File: src/frontPkg.sv
////////////////////////////////////////////////////////////////////////////
// front end package: widths and typedefs, reset PC, queue sizing,
// RV32 major opcodes, link registers and the fetch FSM encoding
////////////////////////////////////////////////////////////////////////////

package frontPkg;

	// byte address, also used for every PC
	typedef logic [31:0] addrT;
	// one bus beat, four halfwords from the word-aligned address
	typedef logic [63:0] blockT;
	// aligned instruction window
	typedef logic [31:0] instrT;
	// sign-extended immediate
	typedef logic [31:0] immT;

	// first fetch after reset
	localparam addrT resetPc = 32'h8000_0000;

	// entries towards the decoder
	localparam int queueDepth = 4;
	typedef logic [$clog2(queueDepth)-1:0] queuePtrT;
	// occupancy, needs one extra value for a full queue
	typedef logic [$clog2(queueDepth+1)-1:0] queueCntT;

	// major opcodes of 32-bit control flow
	localparam logic [6:0] opJal = 7'b1101111;
	localparam logic [6:0] opJalr = 7'b1100111;
	localparam logic [6:0] opBranch = 7'b1100011;

	// x1 (ra) and x5 (t0), the standard link registers
	localparam logic [4:0] linkReg1 = 5'd1;
	localparam logic [4:0] linkReg2 = 5'd5;

	// bus master states
	// drain means the data of the running cycle is thrown away
	typedef enum logic [1:0] {
		idle,
		busy,
		drain
	} fetchStateT;

endpackage

File: src/fetchIf.sv
////////////////////////////////////////////////////////////////////////////
// fetched block from the bus master to the queue, queue full status back
////////////////////////////////////////////////////////////////////////////

`timescale 1ns/1ps

interface fetchIf;
	import frontPkg::*;

	// single cycle pulse, no handshake
	logic valid;
	// pc the block was fetched for, bit 1 selects the window
	addrT pc;
	blockT block;
	// no room for one more block, in-flight one included
	logic full;

	modport source (output valid, pc, block, input full);
	modport sink (input valid, pc, block, output full);

endinterface

File: src/predecodeIf.sv
////////////////////////////////////////////////////////////////////////////
// predecode bundle from the queue stage back to the PC generator
////////////////////////////////////////////////////////////////////////////

`timescale 1ns/1ps

interface predecodeIf;
	import frontPkg::*;

	// same cycle as the fetched block push
	logic valid;
	logic isJal;
	logic isJalr;
	logic isBranch;
	logic isCall;
	logic isReturn;
	logic isRvc;
	immT imm;

	modport source (output valid, isJal, isJalr, isBranch, isCall, isReturn, isRvc, imm);
	modport sink (input valid, isJal, isJalr, isBranch, isCall, isReturn, isRvc, imm);

endinterface

File: src/preDecode.sv
////////////////////////////////////////////////////////////////////////////
// combinational predecode: control class, call/return, immediate
////////////////////////////////////////////////////////////////////////////

`timescale 1ns/1ps

module preDecode (
	input frontPkg::instrT instr,
	output logic isJal,
	output logic isJalr,
	output logic isBranch,
	output logic isCall,
	output logic isReturn,
	output logic isRvc,
	output frontPkg::immT imm
);
	import frontPkg::*;

	logic [6:0] opcode;
	logic [4:0] rd;
	logic [4:0] rs1;
	logic rdLink;
	logic rs1Link;

	assign opcode = instr[6:0];
	assign rd = instr[11:7];
	assign rs1 = instr[19:15];

	// compressed when the low two bits are not 2'b11
	assign isRvc = (instr[1:0] != 2'b11);

	// compressed jumps not decoded, seen as plain instructions
	assign isJal = ~isRvc & (opcode == opJal);
	assign isJalr = ~isRvc & (opcode == opJalr);
	assign isBranch = ~isRvc & (opcode == opBranch);

	assign rdLink = (rd == linkReg1) | (rd == linkReg2);
	assign rs1Link = (rs1 == linkReg1) | (rs1 == linkReg2);

	// push hint, jump and link into ra or t0
	assign isCall = (isJal | isJalr) & rdLink;
	// pop hint, jalr through a link register without linking
	assign isReturn = isJalr & rs1Link & ~rdLink;

	always_comb begin
		if (isJal) begin
			// J-type, offset in halfwords
			imm = {{12{instr[31]}}, instr[19:12], instr[20], instr[30:21], 1'b0};
		end else if (isBranch) begin
			// B-type
			imm = {{20{instr[31]}}, instr[7], instr[30:25], instr[11:8], 1'b0};
		end else if (isJalr) begin
			// I-type, offset to rs1
			imm = {{20{instr[31]}}, instr[31:20]};
		end else begin
			imm = '0;
		end
	end

endmodule

File: src/pcGen.sv
////////////////////////////////////////////////////////////////////////////
// fetch PC register, flush redirect and static next-PC prediction
////////////////////////////////////////////////////////////////////////////

`timescale 1ns/1ps

module pcGen (
	input logic CLK,
	input logic rstN,
	input logic flush,
	input frontPkg::addrT flushPc,
	predecodeIf.sink pd,
	output frontPkg::addrT fetchPc
);
	import frontPkg::*;

	addrT pc;
	addrT pcNext;
	addrT step;
	logic backBranch;
	logic redirect;

	// jalr and returns need a register target
	// without a return stack they fall through
	// backward branch predicted taken
	assign backBranch = pd.isBranch & pd.imm[31];
	// jal always redirects
	assign redirect = pd.isJal | backBranch;

	// sequential step by instruction length
	assign step = pd.isRvc ? addrT'(2) : addrT'(4);

	always_comb begin
		if (redirect) begin
			pcNext = pc + pd.imm;
		end else begin
			pcNext = pc + step;
		end
	end

	// flush wins over a push in the same cycle
	always_ff @(posedge CLK or negedge rstN) begin
		if (!rstN) begin
			pc <= resetPc;
		end else if (flush) begin
			pc <= flushPc;
		end else if (pd.valid) begin
			pc <= pcNext;
		end
	end

	// pc only moves on push or flush
	// so it stays put while the bus cycle runs
	assign fetchPc = pc;

endmodule

File: src/instrFetch.sv
////////////////////////////////////////////////////////////////////////////
// Wishbone classic read master, one 64-bit block per fetch PC
////////////////////////////////////////////////////////////////////////////

`timescale 1ns/1ps

module instrFetch (
	input logic CLK,
	input logic rstN,
	input logic flush,
	input frontPkg::addrT fetchPc,
	input logic wbAck,
	input frontPkg::blockT wbDatI,
	output logic wbCyc,
	output logic wbStb,
	output frontPkg::addrT wbAdr,
	fetchIf.source fetch
);
	import frontPkg::*;

	fetchStateT state;
	fetchStateT stateNext;
	logic issue;
	logic done;
	logic validQ;
	addrT issuePc;
	blockT blockQ;

	// start only with a free slot, no pulse pending and no flush
	// validQ high is the push cycle, pc is not updated yet
	assign issue = (state == idle) & ~validQ & ~fetch.full & ~flush;
	// good data arrives on ack of a non-flushed cycle
	assign done = (state == busy) & wbAck & ~flush;

	always_comb begin
		stateNext = state;
		case (state)
			idle: begin
				if (issue) begin
					stateNext = busy;
				end
			end
			busy: begin
				// ack together with flush drops the data right away
				if (wbAck) begin
					stateNext = idle;
				end else if (flush) begin
					stateNext = drain;
				end
			end
			drain: begin
				if (wbAck) begin
					stateNext = idle;
				end
			end
			default: stateNext = idle;
		endcase
	end

	always_ff @(posedge CLK or negedge rstN) begin
		if (!rstN) begin
			state <= idle;
			validQ <= 1'b0;
		end else begin
			state <= stateNext;
			validQ <= done;
		end
	end

	// issue pc held for the whole cycle, even across a flush
	always_ff @(posedge CLK) begin
		if (issue) begin
			issuePc <= fetchPc;
		end
		if (done) begin
			blockQ <= wbDatI;
		end
	end

	// cyc and stb stay up through busy and drain until ack
	assign wbCyc = (state != idle);
	assign wbStb = (state != idle);
	assign wbAdr = {issuePc[31:2], 2'b00};

	assign fetch.valid = validQ;
	assign fetch.pc = issuePc;
	assign fetch.block = blockQ;

endmodule

File: src/instrQueue.sv
////////////////////////////////////////////////////////////////////////////
// halfword alignment, predecode and four-entry queue to the decoder
////////////////////////////////////////////////////////////////////////////

`timescale 1ns/1ps

module instrQueue (
	input logic CLK,
	input logic rstN,
	input logic flush,
	input logic decReady,
	fetchIf.sink fetch,
	predecodeIf.source pd,
	output logic decValid,
	output frontPkg::addrT decPc,
	output frontPkg::instrT decInstr,
	output logic decIsRvc,
	output logic decTaken
);
	import frontPkg::*;

	instrT window;
	instrT entryInstr;
	immT imm;
	logic isJal, isJalr, isBranch, isCall, isReturn, isRvc;
	logic taken, push, pop, reserve;
	queuePtrT wrPtr, rdPtr;
	queueCntT count;
	addrT pcMem [queueDepth];
	instrT instrMem [queueDepth];
	logic rvcMem [queueDepth];
	logic takenMem [queueDepth];

	// pc bit 1 picks the upper window of the block
	assign window = fetch.pc[1] ? fetch.block[47:16] : fetch.block[31:0];

	preDecode preDecode_i (
		.instr(window),
		.isJal(isJal),
		.isJalr(isJalr),
		.isBranch(isBranch),
		.isCall(isCall),
		.isReturn(isReturn),
		.isRvc(isRvc),
		.imm(imm)
	);

	// bundle back to pcGen in the push cycle
	assign pd.valid = fetch.valid;
	assign pd.isJal = isJal;
	assign pd.isJalr = isJalr;
	assign pd.isBranch = isBranch;
	assign pd.isCall = isCall;
	assign pd.isReturn = isReturn;
	assign pd.isRvc = isRvc;
	assign pd.imm = imm;

	// same rule as pcGen, jal or backward branch
	assign taken = isJal | (isBranch & imm[31]);
	// upper half of a compressed window belongs to the next instruction
	assign entryInstr = isRvc ? {16'h0000, window[15:0]} : window;

	assign push = fetch.valid & ~flush;
	assign pop = decValid & decReady;

	// reservation mirrors the master: an idle master issues exactly when
	// full and flush are low, and the block comes back as a valid pulse
	always_ff @(posedge CLK or negedge rstN) begin
		if (!rstN) begin
			reserve <= 1'b0;
		end else if (fetch.valid) begin
			reserve <= 1'b0;
		end else if (~fetch.full & ~flush) begin
			reserve <= 1'b1;
		end
	end

	assign fetch.full = (count + queueCntT'(reserve)) >= queueCntT'(queueDepth);

	// flush drops everything at once
	always_ff @(posedge CLK or negedge rstN) begin
		if (!rstN) begin
			wrPtr <= '0;
			rdPtr <= '0;
			count <= '0;
		end else if (flush) begin
			wrPtr <= '0;
			rdPtr <= '0;
			count <= '0;
		end else begin
			wrPtr <= wrPtr + queuePtrT'(push);
			rdPtr <= rdPtr + queuePtrT'(pop);
			count <= count + queueCntT'(push) - queueCntT'(pop);
		end
	end

	// storage, never overwrites the head while it waits
	always_ff @(posedge CLK) begin
		if (push) begin
			pcMem[wrPtr] <= fetch.pc;
			instrMem[wrPtr] <= entryInstr;
			rvcMem[wrPtr] <= isRvc;
			takenMem[wrPtr] <= taken;
		end
	end

	// head entry, held stable until it is taken
	assign decValid = (count != '0);
	assign decPc = pcMem[rdPtr];
	assign decInstr = instrMem[rdPtr];
	assign decIsRvc = rvcMem[rdPtr];
	assign decTaken = takenMem[rdPtr];

endmodule

File: src/frontEnd.sv
////////////////////////////////////////////////////////////////////////////
// front end top level with pcGen, instrFetch, instrQueue and their links
////////////////////////////////////////////////////////////////////////////

`timescale 1ns/1ps

module frontEnd (
	input logic CLK,
	input logic rstN,
	// redirect from the back end
	input logic flush,
	input frontPkg::addrT flushPc,
	// Wishbone classic master
	output logic wbCyc,
	output logic wbStb,
	output frontPkg::addrT wbAdr,
	input frontPkg::blockT wbDatI,
	input logic wbAck,
	// decoder side
	output logic decValid,
	input logic decReady,
	output frontPkg::addrT decPc,
	output frontPkg::instrT decInstr,
	output logic decIsRvc,
	output logic decTaken
);
	import frontPkg::*;

	addrT fetchPc;

	fetchIf fetchBus ();
	predecodeIf pdBus ();

	pcGen pcGen_i (
		.CLK(CLK),
		.rstN(rstN),
		.flush(flush),
		.flushPc(flushPc),
		.pd(pdBus.sink),
		.fetchPc(fetchPc)
	);

	instrFetch instrFetch_i (
		.CLK(CLK),
		.rstN(rstN),
		.flush(flush),
		.fetchPc(fetchPc),
		.wbAck(wbAck),
		.wbDatI(wbDatI),
		.wbCyc(wbCyc),
		.wbStb(wbStb),
		.wbAdr(wbAdr),
		.fetch(fetchBus.source)
	);

	instrQueue instrQueue_i (
		.CLK(CLK),
		.rstN(rstN),
		.flush(flush),
		.decReady(decReady),
		.fetch(fetchBus.sink),
		.pd(pdBus.source),
		.decValid(decValid),
		.decPc(decPc),
		.decInstr(decInstr),
		.decIsRvc(decIsRvc),
		.decTaken(decTaken)
	);

endmodule

File: config.mk
export PLATFORM = sky130hd
export DESIGN_NAME = frontEnd
export DESIGN_NICKNAME = d
export VERILOG_FILES = /design/src/frontPkg.sv /design/src/fetchIf.sv /design/src/predecodeIf.sv /design/src/preDecode.sv /design/src/pcGen.sv /design/src/instrFetch.sv /design/src/instrQueue.sv /design/src/frontEnd.sv
export SDC_FILE = /design/constraint.sdc
export NUM_CORES = 1
export LEC_CHECK = 0
export BUFFER_PORTS_ARGS = -buffer_cell sky130_fd_sc_hd__clkbuf_2
export CORE_ASPECT_RATIO = 0.8
export CORE_MARGIN = 10
export CORE_UTILIZATION = 45
export DETAILED_ROUTE_END_ITERATION = 6
export PLACE_DENSITY_LB_ADDON = 0.15
export SKIP_CTS_REPAIR_TIMING = 1
export SLEW_MARGIN = 30
export SYNTH_ARGS = -nofsm -noshare
export SYNTH_HDL_FRONTEND = slang
export SYNTH_SLANG_ARGS = --single-unit
File: constraint.sdc
create_clock -name CLK -period 8.5 [get_ports CLK]
set_input_delay 1.7 -clock CLK [delete_from_list [all_inputs] [get_ports CLK]]
set_output_delay 1.7 -clock CLK [all_outputs]
set_load 0.03 [all_outputs]
==> results.cfg <==
[clock_network]
clock_latency_ns = 0.55
path_clk_slew_ns = 0.06
cts.path.max_buffers = 3
cts_tree = built
htree_levels = 2
cts_buffers = 40
root_buffer = clkbuf_16
clock_sinks = 387

[floorplan]
core_area_um2 = 35990
rows = 62
boundaryPins = 202
initial_core_util = 0.4570
fp.dieW_um = 233.8
dieArea_um2 = 44650
dieHeight_um = 191.0

[drt]
first_pass_iters = 5
drt_iter0_markers = 749
wirelength_um = 38500
vias = 9054
drc = 0
vias_per_cell = 5.435
final_antenna_net_count = 0
routedWlPerCell_um = 23.11

[synth]
synth_edf_count = 344
synth_top_cell_area_share = 0.6280
synthTopCellsByCount = edfxtp_1, mux4_2, nor2_1, nand2_1
ys_async_sr_fraction = 0.1111
yosys-top-cells-area = edfxtp_1, mux4_2, dfrtp_1
ys_seq_area_frac = 0.6935
synthCells = 979
ys_types = 65
synth_area_um2 = 16450
yosys_warnings = 0
synth_top_cell_by_area = edfxtp_1
avgSynthCellArea_um2 = 16.80
synth-main-ff-cell = edfxtp_1
synth_seq_cells = 387
synthMostInstantiatedCell = edfxtp_1

[cells_and_area]
areaGrowthSynthToFinish_pct = 15.81
drive_above_1_share = 0.3091
n_fill_cell = 2994
nNetsFinal = 1290
stdcell_count = 1666

[sta]
slew-limit-headroom = 0.3290
fin_crit_sh = 0.6578
maxSlewViolCount = 0
fin_skew_ns = 0.02661
setup_viol = 0
grt_setup_unrepaired = false
final_hold_viol_count = 0
setup_tns_ns = 0
fin_crit_ns = 5.592
clock.fmax_mhz = 178.8
tightestPinTransition_ns = 1.003

[global_routing]
grt_pass1_wl_um = 58220
grt-ovfl-total = 0
grtUsageTotal = 0.1714
grt_pass1_vias = 9416
grt_max_degree = 69
antenna_found_initial = 3

[place]
globalplace.congestion = 0.8610
numPlacedInstances = 1590
port_buffers = 183
dp_hpwl_um = 25800

[worst_setup_path]
cp_slowest_cell = edfxtp_1
cp.required_ns = 8.91
cpPeakStageDelay_ns = 0.73
crit_path_frequent_cell = o21ai_0
cp.arrival_ns = 6.00
path_delay_family = compound AO/OA/AOI/OAI gates
cp_max_fo = 18
critPathCaptureType = register
startpoint_type = register
path_class = reg2reg
worstPathBufferInverterCount = 1
path_cells = buf_4, o21ai_0, nand2b_1, or3_1, nor2_1, nor2_2, a211oi_1, nor2_1, ha_1, o211ai_1, o21ai_0, a21oi_1, nor3_1, o31ai_1, a21oi_1, xnor2_1, o21ai_0

[hold_path]
min_path_type = reg2reg

[power_and_ir_drop]
peakVddDrop_mv = 0.1825
p_total_mw = 5.381
power.leakage_nw = 7.009
p_per_area_nw_per_um2 = 282.5

[outcome]
status = finished, final reports clean

[run]
drv_cap = 0
## sequential cells by signal (all words and copies together) (netlist names)
| register | cells |
|---|---|
| instrFetch_i.fetch.block | 48 |
| instrFetch_i.fetch.pc | 32 |
| instrFetch_i.fetch.valid | 1 |
| instrFetch_i.state | 2 |
| instrQueue_i.count | 3 |
| instrQueue_i.instrMem | 128 |
| instrQueue_i.pcMem | 128 |
| instrQueue_i.rdPtr | 2 |
| instrQueue_i.reserve | 1 |
| instrQueue_i.rvcMem | 4 |
| instrQueue_i.takenMem | 4 |
| instrQueue_i.wrPtr | 2 |
| pcGen_i.fetchPc | 32 |
## logic make-up (layout without fill, tap and decap cells)
group	after synthesis	count (layout)	synth area share
other cells	1	5	0.0002280
compound gates	160	160	0.06435
buf+inv	88	291	0.02928
xor+xnor	28	28	0.01491
fa+ha+maj	37	37	0.02906
flops	387	387	0.6935
simple gates	163	163	0.04739
mux	115	115	0.1213
## per-stage QoR
stage | util | worst slack, ns | area [um2] | hold slack (ns)
after floorplan | - | 0.8704 | 16460 | 0.4454
after global placement | 0.4927 | 2.797 | 17740 | 0.4711
after detailed placement | 0.4935 | 2.734 | 17760 | 0.4756
after CTS | 0.5291 | 2.695 | 19040 | 0.4866
after global routing | 0.5293 | 2.455 | 19050 | 0.5095
final | 0.5293 | 2.908 | 19050 | 0.4826
## routing by layer
metal,share of wire,track usage,routed length [um]
met4,0.017,0.04533,654
met1,0.46,0.2428,17880
met5,0.00029,0,11
met3,0.056,0.03586,2142
met2,0.46,0.2652,17810
## final cells by class
| class | count | area, um2 | share of cell area |
|---|---|---|---|
| sequential | 387 | 11410 | 0.5992 |
| multi-input combinational | 506 | 4623 | 0.2427 |
| clock buffer | 54 | 1094 | 0.05740 |
| timing repair buffer | 200 | 1064 | 0.05583 |
| tap | 480 | 600.6 | 0.03152 |
| clock inverter | 20 | 186.4 | 0.009786 |
| inverter | 17 | 63.81 | 0.003350 |
| antenna | 2 | 5.005 | 0.0002627 |
## cell usage in the layout, fill, tap and decap left out, drive strengths merged, types with 3 or more instances in the layout
cell type  instances
and3               5
nor2              53
ha                35
o21ai             36
nand3b             4
a31oi              6
or3                5
buf               17
nor3b              5
mux2              15
nor2b              9
xor2               6
dfrtp             42
clkbuf           237
a32oi              3
inv               21
mux4              66
a21oi             43
o31a               4
nand2             48
a21o              23
a211oi             8
clkinv            13
edfxtp           344
nand2b             5
nand3             11
o211ai             5
mux2i             34
xnor2             22
a22oi              9
nor3               7
o21a               3
o21bai             8
conb               3
## worst paths after layout
kind	from	end	slack [ns]	cells after the start
setup / recovery	instrFetch_i.fetch.pc[1]$_DFFE_PP_	pcGen_i.fetchPc[29]$_DFFE_PN0P_	2.91	17
hold / removal	pcGen_i.fetchPc[6]$_DFFE_PN0P_	instrFetch_i.fetch.pc[6]$_DFFE_PP_	0.48	0
setup reg to reg	instrFetch_i.fetch.pc[1]$_DFFE_PP_	pcGen_i.fetchPc[29]$_DFFE_PN0P_	2.91	17
hold reg to reg	pcGen_i.fetchPc[6]$_DFFE_PN0P_	instrFetch_i.fetch.pc[6]$_DFFE_PP_	0.48	0
max in group asynchronous	rstN	instrQueue_i.rdPtr[1]$_DFF_PN0_	6.76	2
min in group asynchronous	rstN	instrFetch_i.state[1]$_DFFE_PN0P_	1.26	2
## report_power, final
| group | internal, mW | total (mW) | switching (mW) |
|---|---|---|---|
| Clock | 0.976 | 1.70 | 0.724 |
| Sequential | 2.28 | 2.45 | 0.166 |
| Combinational | 0.455 | 1.23 | 0.780 |
## worst register-to-register path: cells and delay by family, from the launching register on
| family | cells | cell delay (ns) |
|---|---|---|
| adder cells (fa/ha/maj) | 1 | 0.36 |
| AO/OA/AOI/OAI | 8 | 2.09 |
| buffers and inverters | 1 | 0.36 |
| XOR/XNOR | 1 | 0.14 |
| flip-flops | 1 | 0.73 |
| AND/OR/NAND/NOR | 6 | 1.76 |
No activity file was read; power rests on OpenSTA's default activity.
